===== src/icache_pkg.sv =====
`default_nettype none

package icache_pkg;

    // exception code and flag widths from the cache
    localparam int EXC_W  = 7;
    localparam int EXCF_W = 2;

    // no-op word for empty slots
    localparam logic [31:0] INST_NOP = 32'h0340_0000;

    // one cache response, two-word bundle
    typedef struct packed {
        logic [31:0]       pc;
        logic [31:0]       pc_next;
        logic              taken;
        logic [31:0]       inst0;
        logic [31:0]       inst1;
        // faulting address
        logic [31:0]       badv;
        logic [EXC_W-1:0]  exception;
        logic [EXCF_W-1:0] excp_flag;
    } icache_resp_t;

endpackage

`default_nettype wire


===== src/fetch_pkg.sv =====
`default_nettype none

package fetch_pkg;

    // aligned packet, same layout as the cache response
    // inst0 always holds the word at pc
    typedef struct packed {
        logic [31:0]                   pc;
        logic [31:0]                   pc_next;
        logic                          taken;
        logic [31:0]                   inst0;
        logic [31:0]                   inst1;
        logic [31:0]                   badv;
        logic [icache_pkg::EXC_W-1:0]  exception;
        logic [icache_pkg::EXCF_W-1:0] excp_flag;
    } fetch_pkt_t;

    // skid buffer state
    // held: a response parked behind the stage register
    // drain: skid moved on, waiting for queue space before new fetches
    typedef enum logic [1:0] {
        skid_empty = 2'b00,
        skid_held  = 2'b01,
        skid_drain = 2'b10
    } skid_state_e;

endpackage

`default_nettype wire


===== src/fetch_top.sv =====
`timescale 1ns/100ps
`default_nettype none

module fetch_top #(
    parameter int PC_DEPTH = 4,
    parameter int Q_DEPTH  = 8,
    parameter int INFLIGHT = 2
) (
    input  wire logic                     clk,
    input  wire logic                     rstn,
    input  wire logic                     flush,
    input  wire logic                     fetch_req,
    input  wire logic [31:0]              fetch_pc,
    input  wire logic                     resp_valid,
    input  wire icache_pkg::icache_resp_t resp,
    input  wire logic                     pop_en,
    output logic                          if1_allowin,
    output logic                          out_valid,
    output fetch_pkg::fetch_pkt_t         out_pkt
);

    // stage to queue
    logic                  stage_valid;
    fetch_pkg::fetch_pkt_t stage_pkt;
    // queue back to stage
    logic                  q_allowin;
    logic                  space_ok;

    if1_stage #(
        .PC_DEPTH (PC_DEPTH),
        .INFLIGHT (INFLIGHT)
    ) u_if1_stage (
        .clk         (clk),
        .rstn        (rstn),
        .flush       (flush),
        .fetch_req   (fetch_req),
        .fetch_pc    (fetch_pc),
        .resp_valid  (resp_valid),
        .resp        (resp),
        .q_allowin   (q_allowin),
        .space_ok    (space_ok),
        .if1_allowin (if1_allowin),
        .stage_valid (stage_valid),
        .stage_pkt   (stage_pkt)
    );

    inst_queue #(
        .DEPTH    (Q_DEPTH),
        .INFLIGHT (INFLIGHT)
    ) u_inst_queue (
        .clk        (clk),
        .rstn       (rstn),
        .flush      (flush),
        .push_valid (stage_valid),
        .push_pkt   (stage_pkt),
        .pop_en     (pop_en),
        .q_allowin  (q_allowin),
        .space_ok   (space_ok),
        .out_valid  (out_valid),
        .out_pkt    (out_pkt)
    );

endmodule

`default_nettype wire


===== src/if1_stage.sv =====
`timescale 1ns/100ps
`default_nettype none

module if1_stage #(
    parameter int PC_DEPTH = 4,
    parameter int INFLIGHT = 2
) (
    input  wire logic                     clk,
    input  wire logic                     rstn,
    input  wire logic                     flush,
    input  wire logic                     fetch_req,
    input  wire logic [31:0]              fetch_pc,
    input  wire logic                     resp_valid,
    input  wire icache_pkg::icache_resp_t resp,
    input  wire logic                     q_allowin,
    input  wire logic                     space_ok,
    output logic                          if1_allowin,
    output logic                          stage_valid,
    output fetch_pkg::fetch_pkt_t         stage_pkt
);

    logic [31:0]            trk_head;
    logic                   trk_full;
    logic                   trk_empty;
    logic                   resp_match;
    logic [INFLIGHT-1:0]    fetch_hist;
    fetch_pkg::skid_state_e skid_state;
    fetch_pkg::fetch_pkt_t  skid_pkt;
    fetch_pkg::fetch_pkt_t  resp_pkt;
    logic                   stage_free;
    logic                   skid_full;
    logic                   stage_load;
    logic                   skid_load;

    // pc[2] set: upper word moves down, second slot becomes a nop
    function automatic fetch_pkg::fetch_pkt_t align_resp(input icache_pkg::icache_resp_t r);
        fetch_pkg::fetch_pkt_t p;
        p.pc        = r.pc;
        p.pc_next   = r.pc_next;
        p.taken     = r.taken;
        p.badv      = r.badv;
        p.exception = r.exception;
        p.excp_flag = r.excp_flag;
        if (r.pc[2]) begin
            p.inst0 = r.inst1;
            p.inst1 = icache_pkg::INST_NOP;
        end else begin
            p.inst0 = r.inst0;
            p.inst1 = r.inst1;
        end
        return p;
    endfunction

    // addresses the cache has accepted, oldest at the head
    pc_track_fifo #(
        .DATA_WIDTH (32),
        .DEPTH      (PC_DEPTH)
    ) u_pc_track_fifo (
        .clk   (clk),
        .rstn  (rstn),
        .flush (flush),
        .push  (fetch_req),
        .din   (fetch_pc),
        .pop   (resp_match),
        .dout  (trk_head),
        .full  (trk_full),
        .empty (trk_empty)
    );

    // only the oldest outstanding pc is accepted, anything else is stale
    assign resp_match = resp_valid && !trk_empty && (resp.pc == trk_head);
    assign resp_pkt   = align_resp(resp);

    // stage frees up when empty or when the queue takes it this cycle
    assign stage_free = !stage_valid || q_allowin;
    assign skid_full  = (skid_state == fetch_pkg::skid_held);
    // skid goes first so order is kept
    assign stage_load = stage_free && (skid_full || resp_match);
    // new response parks in skid if stage busy or skid still ahead of it
    assign skid_load  = resp_match && (skid_full || !stage_free);

    assign if1_allowin = space_ok && (skid_state == fetch_pkg::skid_empty) && !trk_full;

    // recent fetches, a response can still come back while any bit is set
    // the cache pipe is not flushed, so neither is this
    always_ff @(posedge clk or negedge rstn) begin
        if (!rstn) begin
            fetch_hist <= '0;
        end else begin
            fetch_hist[0] <= fetch_req;
            for (int i = 1; i < INFLIGHT; i++) begin
                fetch_hist[i] <= fetch_hist[i-1];
            end
        end
    end

    always_ff @(posedge clk or negedge rstn) begin
        if (!rstn) begin
            stage_valid <= 1'b0;
            skid_state  <= fetch_pkg::skid_empty;
        end else if (flush) begin
            stage_valid <= 1'b0;
            skid_state  <= fetch_pkg::skid_empty;
        end else begin
            if (stage_load) begin
                stage_valid <= 1'b1;
            end else if (q_allowin) begin
                stage_valid <= 1'b0;
            end
            if (skid_load) begin
                skid_state <= fetch_pkg::skid_held;
            end else if (skid_full && stage_free) begin
                skid_state <= fetch_pkg::skid_drain;
            end else if (skid_state == fetch_pkg::skid_drain && space_ok) begin
                skid_state <= fetch_pkg::skid_empty;
            end
        end
    end

    // payload, valid bits above qualify it
    always_ff @(posedge clk) begin
        if (stage_load) begin
            stage_pkt <= skid_full ? skid_pkt : resp_pkt;
        end
        if (skid_load) begin
            skid_pkt <= resp_pkt;
        end
    end

    // a response needs an outstanding address or a fetch still in the cache pipe
    a_resp_expected: assert property (@(posedge clk) disable iff (!rstn)
        resp_valid |-> (!trk_empty || (|fetch_hist)));

    // queue space check must leave room so the skid never overflows
    a_skid_no_overrun: assert property (@(posedge clk) disable iff (!rstn || flush)
        !(resp_match && skid_full && !stage_free));

endmodule

`default_nettype wire


===== src/inst_queue.sv =====
`timescale 1ns/100ps
`default_nettype none

module inst_queue #(
    parameter int DEPTH    = 8,
    parameter int INFLIGHT = 2
) (
    input  wire logic                  clk,
    input  wire logic                  rstn,
    input  wire logic                  flush,
    input  wire logic                  push_valid,
    input  wire fetch_pkg::fetch_pkt_t push_pkt,
    input  wire logic                  pop_en,
    output logic                       q_allowin,
    output logic                       space_ok,
    output logic                       out_valid,
    output fetch_pkg::fetch_pkt_t      out_pkt
);

    localparam int PTR_W = (DEPTH > 1) ? $clog2(DEPTH) : 1;
    localparam int CNT_W = PTR_W + 1;
    // highest count that still leaves INFLIGHT + 1 free entries
    localparam logic [CNT_W-1:0] SPACE_LIM = CNT_W'(DEPTH - INFLIGHT - 1);

    fetch_pkg::fetch_pkt_t mem [DEPTH];
    logic [PTR_W-1:0]      wr_ptr;
    logic [PTR_W-1:0]      rd_ptr;
    logic [CNT_W-1:0]      count;
    logic                  do_push;
    logic                  do_pop;

    assign q_allowin = (count != CNT_W'(DEPTH));
    assign out_valid = (count != '0);
    // room for the stage register and every response in flight
    assign space_ok  = (count <= SPACE_LIM);

    assign do_push = push_valid && q_allowin;
    assign do_pop  = pop_en && out_valid;

    always_ff @(posedge clk or negedge rstn) begin
        if (!rstn) begin
            wr_ptr <= '0;
            rd_ptr <= '0;
            count  <= '0;
        end else if (flush) begin
            wr_ptr <= '0;
            rd_ptr <= '0;
            count  <= '0;
        end else begin
            if (do_push) begin
                wr_ptr <= wr_ptr + 1'b1;
            end
            if (do_pop) begin
                rd_ptr <= rd_ptr + 1'b1;
            end
            case ({do_push, do_pop})
                2'b10:   count <= count + 1'b1;
                2'b01:   count <= count - 1'b1;
                default: count <= count;
            endcase
        end
    end

    always_ff @(posedge clk) begin
        if (do_push) begin
            mem[wr_ptr] <= push_pkt;
        end
    end

    // head read straight from the array, decoder sees it this cycle
    assign out_pkt = mem[rd_ptr];

    // the head holds still until the decoder takes it
    a_head_stable: assert property (@(posedge clk) disable iff (!rstn)
        (out_valid && !pop_en && !flush) |=> $stable(out_pkt));

endmodule

`default_nettype wire


===== src/pc_track_fifo.sv =====
`timescale 1ns/100ps
`default_nettype none

module pc_track_fifo #(
    parameter int DATA_WIDTH = 32,
    parameter int DEPTH      = 4
) (
    input  wire logic                  clk,
    input  wire logic                  rstn,
    input  wire logic                  flush,
    input  wire logic                  push,
    input  wire logic [DATA_WIDTH-1:0] din,
    input  wire logic                  pop,
    output logic      [DATA_WIDTH-1:0] dout,
    output logic                       full,
    output logic                       empty
);

    // depth is a power of two, pointers wrap on their own
    localparam int PTR_W = (DEPTH > 1) ? $clog2(DEPTH) : 1;
    localparam int CNT_W = PTR_W + 1;

    logic [DATA_WIDTH-1:0] mem [DEPTH];
    logic [PTR_W-1:0]      wr_ptr;
    logic [PTR_W-1:0]      rd_ptr;
    logic [CNT_W-1:0]      count;
    logic                  do_push;
    logic                  do_pop;

    assign do_push = push && !full;
    assign do_pop  = pop && !empty;

    always_ff @(posedge clk or negedge rstn) begin
        if (!rstn) begin
            wr_ptr <= '0;
            rd_ptr <= '0;
            count  <= '0;
        end else if (flush) begin
            // drop every outstanding address
            wr_ptr <= '0;
            rd_ptr <= '0;
            count  <= '0;
        end else begin
            if (do_push) begin
                wr_ptr <= wr_ptr + 1'b1;
            end
            if (do_pop) begin
                rd_ptr <= rd_ptr + 1'b1;
            end
            // push and pop together leave the count alone
            case ({do_push, do_pop})
                2'b10:   count <= count + 1'b1;
                2'b01:   count <= count - 1'b1;
                default: count <= count;
            endcase
        end
    end

    always_ff @(posedge clk) begin
        if (do_push) begin
            mem[wr_ptr] <= din;
        end
    end

    // oldest outstanding address
    assign dout  = mem[rd_ptr];
    assign full  = (count == CNT_W'(DEPTH));
    assign empty = (count == '0);

    // stage throttles fetches on full
    a_no_push_full: assert property (@(posedge clk) disable iff (!rstn)
        !(push && full && !flush));

    // stage only pops on a head match
    a_no_pop_empty: assert property (@(posedge clk) disable iff (!rstn)
        !(pop && empty));

endmodule

`default_nettype wire


===== config.mk =====
export PLATFORM = sky130hd
export DESIGN_NAME = fetch_top
export DESIGN_NICKNAME = d
export VERILOG_FILES = /design/src/icache_pkg.sv /design/src/fetch_pkg.sv /design/src/fetch_top.sv /design/src/if1_stage.sv /design/src/inst_queue.sv /design/src/pc_track_fifo.sv
export SDC_FILE = /design/constraint.sdc
export NUM_CORES = 1
export LEC_CHECK = 0
export BUFFER_PORTS_ARGS = -buffer_cell sky130_fd_sc_hd__clkbuf_2
export CORE_ASPECT_RATIO = 0.5
export CORE_MARGIN = 1.5
export CORE_UTILIZATION = 57
export CTS_BUF_LIST = sky130_fd_sc_hd__clkbuf_8
export DETAILED_ROUTE_END_ITERATION = 10
export GPL_ROUTABILITY_DRIVEN = 0
export GPL_TIMING_DRIVEN = 0
export PLACE_DENSITY = 0.85
export SLEW_MARGIN = 20
export SYNTH_ARGS = -nofsm -noshare
export SYNTH_HDL_FRONTEND = slang
export SYNTH_SLANG_ARGS = --single-unit

===== constraint.sdc =====
create_clock -name clk -period 13.5 [get_ports clk]
set_clock_uncertainty 0.05 [all_clocks]
set_input_delay 0.675 -clock clk [delete_from_list [all_inputs] [get_ports clk]]
set_output_delay 0.675 -clock clk [all_outputs]
set_load 0.02 [all_outputs]

==> impl_metrics.tcl <==
set metrics [dict create \
    cp_common_cell "clkbuf_1" \
    synth_fp_nets 3544 \
    critPathTopFamily "buffers and inverters" \
    num_vias 38588 \
    io_pins 380 \
    nets 4469 \
    fmax_ghz 0.174 \
    synth_commonest_cells "edfxtp_1, nand2_1, mux4_2, mux2_2, nor2_1" \
    synth.area.top_cells "edfxtp_1, mux4_2, mux2_2, nand2_1, dfrtp_1" \
    power_w 0.0124 \
    drt-wirelength-per-cell_um 30.5 \
    grt_pass1_vias 39486 \
    crit_path_start_kind "register" \
    post_cts_buffers 0 \
    clk_path_buf_depth 3 \
    row_count 90 \
    status "finished clean" \
    endpoint_kind "output port" \
    cts_buffers 233 \
    finalNonFillerCells 6061 \
    dieArea_um2 126000 \
    syn_avg_cell_area_um2 21.1 \
    netlist.area_leader.share_pct 78.1 \
    routed_wl_mm 185 \
    yosys_warnings 0 \
    cp_cell_sequence "clkbuf_1 > clkbuf_1 > buf_1 > mux4_2 > mux2_2 > clkbuf_2" \
    io_buffers 379 \
    cp_max_fo 10 \
    first_pass_iters 6 \
    cts.sinks 1848 \
    critPathBufInv 4 \
    critPathKind "register to output port" \
    reg2reg_from "u_if1_stage.u_pc_track_fifo.rd_ptr[0]$_DFFE_PN0P_" \
    hp-class "input pin to register" \
    cpMaxStageDelayCell "clkbuf_1" \
    initial_core_util_pct 57.9 \
    crit_start "u_inst_queue.rd_ptr[0]$_DFFE_PN0P_" \
    setup_viol 0 \
    clk_pin_slew_ps 90 \
    tightest_slew_ps 1230 \
    synthToLayoutAreaGrowth_pct 17.8 \
    critPathRequiredTime_ps 12770 \
    die_x_um 500 \
    core_region_area_um2 121000 \
    timing_hold_violations_final 0 \
    synth_seq_cells 1848 \
    finalMaxSlewViolations 0 \
    synthArstFlopShare_pct 1.08 \
    clockRootBuffer "clkbuf_8" \
    dp_hpwl_mm 113 \
    drt_iter0_markers 5076 \
    drive_gt1_share_pct 31.9 \
    grt_max_degree 28 \
    min_from "resp[64]" \
    syn_inst 3326 \
    critPathMaxStageDelay_ps 980 \
    synth.most_common_cell "edfxtp_1" \
    grt_usage_pct 29.6 \
    p_leak_nw 27.5 \
    globalRoute.totalOverflow 0 \
    cts_tree "built" \
    clock_latency_ps 950 \
    finalCritPeriodShare_pct 42.7 \
    rsz0062_at_grt "false" \
    antenna_found_initial 14 \
    die-height_um 251 \
    synth-edff-count 1828 \
    vdd_ir_drop_max_v 0.0000943 \
    vias_per_cell 6.37 \
    p_per_area_nw_per_um2 150 \
    slew_headroom_pct 17.9 \
    synth_largest_area_cell "edfxtp_1" \
    maxCapViolations 0 \
    drcViolationCount 0 \
    ys_types 64 \
    synth_flop_cell "edfxtp_1" \
    dp_cells 5460 \
    fin_hold_ws_ps 75.1 \
    synthesis.area_um2 70300 \
    ant_nets 0 \
    ctsHtreeMaxLevel 4 \
    min_period_ps 5760 \
    cp.arrival_ps 5040 \
    grt_pass1_wl_mm 265 \
    yosysSeqAreaShare_pct 78.8 \
]
sequential cells by signal, indices dropped and copies added, names as in the netlist:
register / flops
u_if1_stage.u_pc_track_fifo.count: 3
u_if1_stage.u_pc_track_fifo.wr_ptr: 2
u_if1_stage.stage_pkt: 170
u_if1_stage.u_pc_track_fifo.mem: 128
u_inst_queue.count: 4
u_inst_queue.rd_ptr: 3
u_inst_queue.wr_ptr: 3
u_if1_stage.skid_state: 2
u_if1_stage.skid_pkt: 170
u_if1_stage.u_pc_track_fifo.rd_ptr: 2
u_if1_stage.stage_valid: 1
u_inst_queue.mem: 1360
kinds of logic (layout without fill, tap and decap cells):
kind of cell / count (synthesis) / in the layout / synth area share, %
other cells: 0 / 9 / 0
fa+ha+maj: 10 / 10 / 0.199
xor+xnor: 43 / 43 / 0.566
compound gates: 39 / 39 / 0.415
flops: 1848 / 1848 / 78.8
simple gates: 633 / 633 / 3.78
buf+inv: 163 / 1279 / 0.949
mux: 590 / 590 / 15.3
stage by stage:
step                utilization, %  setup slack (ps)  TNS [ps]  cell area [um^2]
floorplan                        -               214         0             70300
global placement              61.1            -11640  -8093510             74200
detailed placement            63.3              8740         0             76800
CTS                           68.1              7740         0             82700
global route                  68.2              7600         0             82700
finish                        68.2              7740         0             82700
cells in the final DEF (no fill, tap or decap), drive strengths merged, types with 11 or more instances in the layout:
cell type and instances:
nor2b 31, xnor2 31, mux2i 19, mux4 364, mux2 207, clkinv 94
nand4 13, xor2 11, nor2 116, inv 98, dlygate4sd3 164, dfrtp 20
buf 195, nand2 423, clkbuf 721, nand3 11, edfxtp 1828
area by class of cell:
| type | count | area (um^2) |
|---|---|---|
| fillers | 6665 | 38600 |
| clock inverters | 189 | 973 |
| multi-input cells | 1315 | 14300 |
| repair buffers | 690 | 6110 |
| well taps | 1610 | 2010 |
| plain buffers | 153 | 641 |
| diodes | 9 | 22.5 |
| flip-flops and latches | 1848 | 55400 |
| clock buffers | 237 | 3260 |
| inverters | 10 | 37.5 |
timing repair:
item | in CTS | in global routing
hold buffers | 164 | 0
hold endpoints to repair | 351 | 0
gates resized for setup | 0 | 0
final timing paths:
check | end | slack (ps) | cells after the start
worst max-delay path | out_pkt[57] | 7740 | 6
worst min-delay path | u_if1_stage.skid_pkt[96]$_DFFE_PP_ | 80 | 2
worst max register to register | u_if1_stage.stage_pkt[16]$_DFFE_PP_ | 8650 | 14
worst min register to register | u_if1_stage.stage_pkt[164]$_DFFE_PP_ | 430 | 2
max in group asynchronous | u_if1_stage.u_pc_track_fifo.rd_ptr[1]$_DFFE_PN0P_ | 12770 | 2
min in group asynchronous | u_if1_stage.u_pc_track_fifo.wr_ptr[0]$_DFFE_PN0P_ | 260 | 2
report_power, final:
part,switching (W),total [W],internal [W]
sequential,0.0000273,0.00632,0.00629
combinational,0.00128,0.00230,0.00102
clock,0.00206,0.00381,0.00175
total,0.00337,0.0124,0.00907
routing by layer:
layer,GRT usage (%),wire length (um)
met5,0,82
met3,6.76,19500
met1,36.0,61500
met4,18.6,12600
met2,48.7,91400
Power figures use the tool's default switching activity.
